===== src/verilog/bmem_pkg.sv =====
package bmem_pkg;

    // byte address on both sides of the controller
    typedef logic [31:0] addr_t;

    // one data beat on the burst memory bus
    typedef logic [63:0] beat_t;

    // one full cache line, four beats
    typedef logic [255:0] line_t;

    // beats moved per line transfer
    localparam int BEATS_PER_LINE = 4;

    // index of a beat inside its line
    typedef logic [1:0] beat_cnt_t;

    // byte offset bits inside a line, the line address sits above these
    localparam int LINE_OFFSET_BITS = 5;

    // arbiter states
    typedef enum logic [1:0] {
        scan,
        issue,
        wait_read,
        wait_write
    } arb_state_t;

endpackage


===== src/verilog/line_fill_unit.sv =====
`timescale 1ns/1ps

module line_fill_unit (
    input  logic            clk,
    input  logic            rst,

    input  logic            fill_start,
    input  bmem_pkg::addr_t fill_line_addr,

    input  bmem_pkg::addr_t bmem_raddr,
    input  bmem_pkg::beat_t bmem_rdata,
    input  logic            bmem_rvalid,

    output logic            fill_done,
    output bmem_pkg::line_t fill_line
);

    localparam int BEAT_W = $bits(bmem_pkg::beat_t);

    logic                armed;
    bmem_pkg::beat_cnt_t cnt;
    bmem_pkg::addr_t     expect_addr;
    bmem_pkg::beat_t     beats [bmem_pkg::BEATS_PER_LINE];

    logic            addr_match;
    logic            take_beat;
    logic            last_beat;
    bmem_pkg::line_t line_next;

    // compare line addresses only, offset bits ignored
    assign addr_match = bmem_raddr[31:bmem_pkg::LINE_OFFSET_BITS] ==
                        expect_addr[31:bmem_pkg::LINE_OFFSET_BITS];

    assign take_beat = armed && bmem_rvalid && addr_match;
    assign last_beat = cnt == bmem_pkg::beat_cnt_t'(bmem_pkg::BEATS_PER_LINE - 1);

    // line as it looks with the incoming beat dropped into its slot
    always_comb begin
        for (int i = 0; i < bmem_pkg::BEATS_PER_LINE; i++) begin
            if (bmem_pkg::beat_cnt_t'(i) == cnt) begin
                line_next[i*BEAT_W +: BEAT_W] = bmem_rdata;
            end else begin
                line_next[i*BEAT_W +: BEAT_W] = beats[i];
            end
        end
    end

    always_ff @(posedge clk) begin
        if (rst) begin
            armed     <= 1'b0;
            cnt       <= '0;
            fill_done <= 1'b0;
        end else begin
            fill_done <= 1'b0;
            if (fill_start) begin
                armed <= 1'b1;
                cnt   <= '0;
            end else if (take_beat) begin
                cnt <= cnt + 1'b1;
                if (last_beat) begin
                    armed     <= 1'b0;
                    fill_done <= 1'b1;
                end
            end
        end
    end

    // data registers
    always_ff @(posedge clk) begin
        if (fill_start) begin
            expect_addr <= fill_line_addr;
        end
        if (take_beat) begin
            beats[cnt] <= bmem_rdata;
            if (last_beat) begin
                fill_line <= line_next;
            end
        end
    end

endmodule


===== src/verilog/write_beat_unit.sv =====
`timescale 1ns/1ps

module write_beat_unit (
    input  logic            clk,
    input  logic            rst,

    input  logic            wr_start,
    input  bmem_pkg::line_t wr_line,

    output logic            bmem_write,
    output bmem_pkg::beat_t bmem_wdata,
    output logic            wr_done
);

    localparam int BEAT_W = $bits(bmem_pkg::beat_t);

    logic                active;
    bmem_pkg::beat_cnt_t cnt;
    bmem_pkg::line_t     line_q;

    logic last_beat;

    assign last_beat = cnt == bmem_pkg::beat_cnt_t'(bmem_pkg::BEATS_PER_LINE - 1);

    always_ff @(posedge clk) begin
        if (rst) begin
            active  <= 1'b0;
            cnt     <= '0;
            wr_done <= 1'b0;
        end else begin
            wr_done <= 1'b0;
            if (wr_start) begin
                active <= 1'b1;
                cnt    <= '0;
            end else if (active) begin
                cnt <= cnt + 1'b1;
                // done follows the final beat by one cycle
                if (last_beat) begin
                    active  <= 1'b0;
                    wr_done <= 1'b1;
                end
            end
        end
    end

    // line shifts down one beat per cycle, lowest beat first
    always_ff @(posedge clk) begin
        if (wr_start) begin
            line_q <= wr_line;
        end else if (active) begin
            line_q <= line_q >> BEAT_W;
        end
    end

    assign bmem_write = active;
    assign bmem_wdata = line_q[BEAT_W-1:0];

endmodule


===== src/verilog/bmem_arbiter.sv =====
`timescale 1ns/1ps

module bmem_arbiter #(
    parameter int NUM_PORTS = 4
) (
    input  logic                                  clk,
    input  logic                                  rst,

    // miss ports
    input  logic            [NUM_PORTS-1:0]       req_read,
    input  logic            [NUM_PORTS-1:0]       req_write,
    input  bmem_pkg::addr_t [NUM_PORTS-1:0]       req_addr,
    input  bmem_pkg::line_t [NUM_PORTS-1:0]       req_wdata,
    output logic            [NUM_PORTS-1:0]       resp,
    output bmem_pkg::line_t                       rdata,

    // burst memory command side
    input  logic                                  bmem_ready,
    output bmem_pkg::addr_t                       bmem_addr,
    output logic                                  bmem_read,

    // line-fill unit
    output logic                                  fill_start,
    output bmem_pkg::addr_t                       fill_line_addr,
    input  logic                                  fill_done,
    input  bmem_pkg::line_t                       fill_line,

    // write-beat unit
    output logic                                  wr_start,
    output bmem_pkg::line_t                       wr_line,
    input  logic                                  wr_done
);

    localparam int PTR_W = $clog2(NUM_PORTS);

    bmem_pkg::arb_state_t state;
    logic [PTR_W-1:0]     ptr;
    logic [PTR_W-1:0]     owner;

    bmem_pkg::addr_t owner_line_addr;
    logic            owner_read;
    logic            launch;
    logic            done_hit;

    // next port in round-robin order, wrapping at the last one
    function automatic logic [PTR_W-1:0] next_port(input logic [PTR_W-1:0] p);
        if (p == PTR_W'(NUM_PORTS - 1)) begin
            return '0;
        end
        return p + 1'b1;
    endfunction

    // owner address aligned down to its line
    always_comb begin
        owner_line_addr = req_addr[owner];
        owner_line_addr[bmem_pkg::LINE_OFFSET_BITS-1:0] = '0;
    end

    assign owner_read = req_read[owner];

    // command leaves only when memory can take it
    assign launch = (state == bmem_pkg::issue) && bmem_ready;

    assign done_hit = ((state == bmem_pkg::wait_read) && fill_done) ||
                      ((state == bmem_pkg::wait_write) && wr_done);

    always_ff @(posedge clk) begin
        if (rst) begin
            state <= bmem_pkg::scan;
            ptr   <= '0;
            owner <= '0;
        end else begin
            case (state)
                bmem_pkg::scan: begin
                    // one port looked at per cycle
                    if (req_read[ptr] || req_write[ptr]) begin
                        owner <= ptr;
                        state <= bmem_pkg::issue;
                    end else begin
                        ptr <= next_port(ptr);
                    end
                end
                bmem_pkg::issue: begin
                    if (bmem_ready) begin
                        state <= owner_read ? bmem_pkg::wait_read : bmem_pkg::wait_write;
                    end
                end
                bmem_pkg::wait_read, bmem_pkg::wait_write: begin
                    if (done_hit) begin
                        state <= bmem_pkg::scan;
                        ptr   <= next_port(owner);
                    end
                end
                default: begin
                    state <= bmem_pkg::scan;
                end
            endcase
        end
    end

    // read command is a single-cycle pulse out of issue
    assign bmem_read  = launch && owner_read;
    assign bmem_addr  = owner_line_addr;

    assign fill_start     = launch && owner_read;
    assign fill_line_addr = owner_line_addr;

    assign wr_start = launch && !owner_read;
    assign wr_line  = req_wdata[owner];

    // completion goes back to the owner only
    assign resp  = done_hit ? (NUM_PORTS'(1) << owner) : '0;
    assign rdata = fill_line;

endmodule


===== src/verilog/bmem_ctrl_top.sv =====
`timescale 1ns/1ps

module bmem_ctrl_top #(
    parameter int NUM_PORTS = 4
) (
    input  logic                            clk,
    input  logic                            rst,

    // miss ports
    input  logic            [NUM_PORTS-1:0] req_read,
    input  logic            [NUM_PORTS-1:0] req_write,
    input  bmem_pkg::addr_t [NUM_PORTS-1:0] req_addr,
    input  bmem_pkg::line_t [NUM_PORTS-1:0] req_wdata,
    output logic            [NUM_PORTS-1:0] resp,
    output bmem_pkg::line_t                 rdata,

    // burst memory
    output bmem_pkg::addr_t                 bmem_addr,
    output logic                            bmem_read,
    output logic                            bmem_write,
    output bmem_pkg::beat_t                 bmem_wdata,
    input  logic                            bmem_ready,
    input  bmem_pkg::addr_t                 bmem_raddr,
    input  bmem_pkg::beat_t                 bmem_rdata,
    input  logic                            bmem_rvalid
);

    logic            fill_start;
    bmem_pkg::addr_t fill_line_addr;
    logic            fill_done;
    bmem_pkg::line_t fill_line;

    logic            wr_start;
    bmem_pkg::line_t wr_line;
    logic            wr_done;

    bmem_arbiter #(
        .NUM_PORTS (NUM_PORTS)
    ) u_arbiter (
        .clk            (clk),
        .rst            (rst),
        .req_read       (req_read),
        .req_write      (req_write),
        .req_addr       (req_addr),
        .req_wdata      (req_wdata),
        .resp           (resp),
        .rdata          (rdata),
        .bmem_ready     (bmem_ready),
        .bmem_addr      (bmem_addr),
        .bmem_read      (bmem_read),
        .fill_start     (fill_start),
        .fill_line_addr (fill_line_addr),
        .fill_done      (fill_done),
        .fill_line      (fill_line),
        .wr_start       (wr_start),
        .wr_line        (wr_line),
        .wr_done        (wr_done)
    );

    // read beats come back into here
    line_fill_unit u_fill (
        .clk            (clk),
        .rst            (rst),
        .fill_start     (fill_start),
        .fill_line_addr (fill_line_addr),
        .bmem_raddr     (bmem_raddr),
        .bmem_rdata     (bmem_rdata),
        .bmem_rvalid    (bmem_rvalid),
        .fill_done      (fill_done),
        .fill_line      (fill_line)
    );

    // write-back beats go out from here
    write_beat_unit u_write (
        .clk        (clk),
        .rst        (rst),
        .wr_start   (wr_start),
        .wr_line    (wr_line),
        .bmem_write (bmem_write),
        .bmem_wdata (bmem_wdata),
        .wr_done    (wr_done)
    );

endmodule


===== config.mk =====
export PLATFORM = sky130hd
export DESIGN_NAME = bmem_ctrl_top
export DESIGN_NICKNAME = d
export VERILOG_FILES = /design/src/verilog/bmem_pkg.sv /design/src/verilog/line_fill_unit.sv /design/src/verilog/write_beat_unit.sv /design/src/verilog/bmem_arbiter.sv /design/src/verilog/bmem_ctrl_top.sv
export SDC_FILE = /design/constraint.sdc
export NUM_CORES = 1
export LEC_CHECK = 0
export BUFFER_PORTS_ARGS = -buffer_cell sky130_fd_sc_hd__buf_2
export CORE_AREA = 2 2 627 629
export CTS_CLUSTER_SIZE = 16
export DETAILED_ROUTE_END_ITERATION = 6
export DIE_AREA = 0 0 629 631
export SYNTH_ARGS = -nofsm -noshare
export SYNTH_HDL_FRONTEND = slang
export SYNTH_SLANG_ARGS = --single-unit

===== constraint.sdc =====
create_clock -name clk -period 7.2 [get_ports clk]
set_input_delay 0.72 -clock clk [delete_from_list [all_inputs] [get_ports clk]]
set_output_delay 0.72 -clock clk [all_outputs]
set_load 0.01 [all_outputs]

==> metrics.yaml <==
status:
  outcome: "finished, final reports clean"
synth:
  synthAdderAreaFrac: 0.00330
  ys_types: 38
  syn-cell-area_um2: 37900
  syn_area_per_cell_um2: 20.5
  synthTopCellsByCount: "795 x edfxtp_1, 285 x mux4_2, 147 x mux2_4"
  synthSimpleGateAreaFrac: 0.0181
  yosys.area.top_type_share: 0.630
  synth_area_leader_cell: "edfxtp_1"
  synthArstFlopShare: 0
  yosysWarnings: 0
  ys.flop_type: "edfxtp_1"
  synth_edf_count: 795
  synth_top_family_by_area: "multiplexers"
  synth_xor_xnor_area_share: 0.00647
  ys_ff_latch: 809
  synth_mux_area_frac: 0.300
  seq_area_frac_synth: 0.637
  yosysMostFrequentCell: "edfxtp_1"
  synth-compound-area-share: 0.00238
  netlist_instances: 1850
  synthTopCellsByArea: "edfxtp_1 63%, mux4_2 17%, mux2_4 5.8%, mux2_2 3.7%, mux2_1 3.4%"
routing:
  post-route-drc-count: 0
  wl_per_cell_um: 32.5
  vias_per_cell: 3.18
  drt_iter0_markers: 2967
  first_pass_iters: 5
  drtAntennaViolNets: 0
  vias: 28900
  drt-total-wl_um: 296000
layout:
  syn_to_final_growth_pct: 47.3
  regArea_um2: 24200
  fin_nets: 4660
  drive_gt1_frac: 0.672
  final_util: 0.143
  nFillCells: 43900
  multi_input_area_um2: 12600
pwr:
  cellPowerDensity_nw_per_um2: 211
  vdd_drop_max_mv: 0.198
  cellLeakagePower_nw: 19.6
  power_mw: 11.8
floorplanning:
  dieArea_um2: 397000
  rows: 230
  die_y_um: 631
  die_w_um: 629
  fp.coreArea_um2: 391000
  num_io_pins: 1618
  initial_core_util: 0.0970
worst_setup_path:
  crit_type: "register to register"
  endpoint_kind: "register"
  crit_fanout: 84
  crit_required_ns: 7.61
  critPathArrivalTime_ns: 4.71
  cp-start-kind: "register"
clock_tree:
  cts_hold_buffers: 0
  cts_root_buf: "clkbuf_16"
  cts_buffers: 101
  htree_levels: 3
  cts_resized: 0
  cts_buffer_depth: 4
  cts_tree: "built"
  path_clk_slew_ns: 0.07
  clk_latency_ns: 0.90
  cts_sinks: 809
  post_cts_buffers: 0
sta:
  timing.hold.ws_ns: 0.170
  slew_headroom: 0.312
  tns_ns: 0
  setup_viol: 0
  worst_pin_slew_ns: 1.03
  fin_crit_sh: 0.597
  finalClockSkew_ns: 0.129
  finalMaxSlewViolations: 0
  period_minus_slack_ns: 4.30
  clock.fmax_mhz: 233
  hold_viol_final: 0
  rsz0062_at_grt: "false"
flow_run:
  cap_violations: 0
grt:
  grt_max_degree: 141
  antenna_found_initial: 498
  grt_pass1_vias: 25900
  grt_pass1_wl_um: 350000
  overflow: 0
  grt_usage: 0.143
placement:
  gp_congestion: 1.45
  io_buffer_count: 1587
  dpl.hpwl_um: 256000
min_path:
  min_path_type: "primary input to register"
cells by family after synthesis:
logic type               after synthesis
buffers and inverters                197
AO/OA/AOI/OAI                         15
XOR/XNOR                              28
adder cells (fa/ha/maj)               10
AND/OR/NAND/NOR                      115
other                                  1
multiplexers                         675
flip-flops                           809
metrics by stage:
stage,cell area [um2],setup WS [ns],instances
2_1_floorplan,37900,1.26,1854
3_5_place_dp,51600,2.29,8507
4_1_cts,54800,2.70,8680
3_3_place_gp,51600,2.29,8507
6_report,55800,2.90,9086
5_1_grt,55400,2.54,8914
placed cells by master (no fill, tap or decap), types with 18 or more instances in the layout:
cell       instances
buf_2           1587
edfxtp_1         795
diode_2          406
mux4_2           285
mux2_4           147
mux2_2           125
mux2_1           114
clkbuf_16        103
and2_1            68
xor2_1            27
buf_4             22
clkbuf_1          18
final cells by class:
type                       count  share of cell area
sequential                   809               0.433
multi-input combinational    848               0.225
timing repair buffer        1619               0.149
tap                         5220               0.117
clock buffer                 121              0.0474
antenna                      406              0.0182
clock inverter                52             0.00995
inverter                      11            0.000964
worst paths after layout:
path                                              from              endpoint  slack, ns  depth (start not counted)
worst min register to register     u_fill.beats[0][49]  u_fill.fill_line[49]       0.39                          0
worst max register to register  u_fill.expect_addr[14]  u_fill.fill_line[44]       2.90                          6
worst min-delay path                    bmem_rdata[14]   u_fill.beats[2][14]       0.17                          1
worst max-delay path            u_fill.expect_addr[14]  u_fill.fill_line[44]       2.90                          6
per-layer routing:
layer,routed length (um),global-route usage,up-vias
met4,18900,0.0814,242
met5,1740,0.00411,-
met2,131000,0.219,2182
li1,-,-,11200
met3,49200,0.101,972
met1,94400,0.141,14300
critical path: stages (launching register included):
cell      delay [ns]
edfxtp_1        0.39
xor2_1          0.17
nor4_1          0.75
and4_1          0.58
nand3_4         0.52
inv_8           0.65
buf_4           0.68
registers in the layout (all words and copies together), names as in the netlist:
name                cells
rdata                 192
u_arbiter.owner         2
u_arbiter.ptr           2
u_arbiter.state         2
u_fill.armed            1
u_fill.beats          256
u_fill.cnt              2
u_fill.expect_addr     27
u_fill.fill_done        1
u_fill.fill_line       64
u_write.bmem_write      1
u_write.cnt             2
u_write.line_q        256
u_write.wr_done         1
where the power goes:
part           switching (mW)  internal, mW
clock network            2.19          2.96
logic                   0.629         0.597
registers              0.0680          5.32
total                    2.88          8.88
Note: power is estimated with default switching activity, not from simulation.
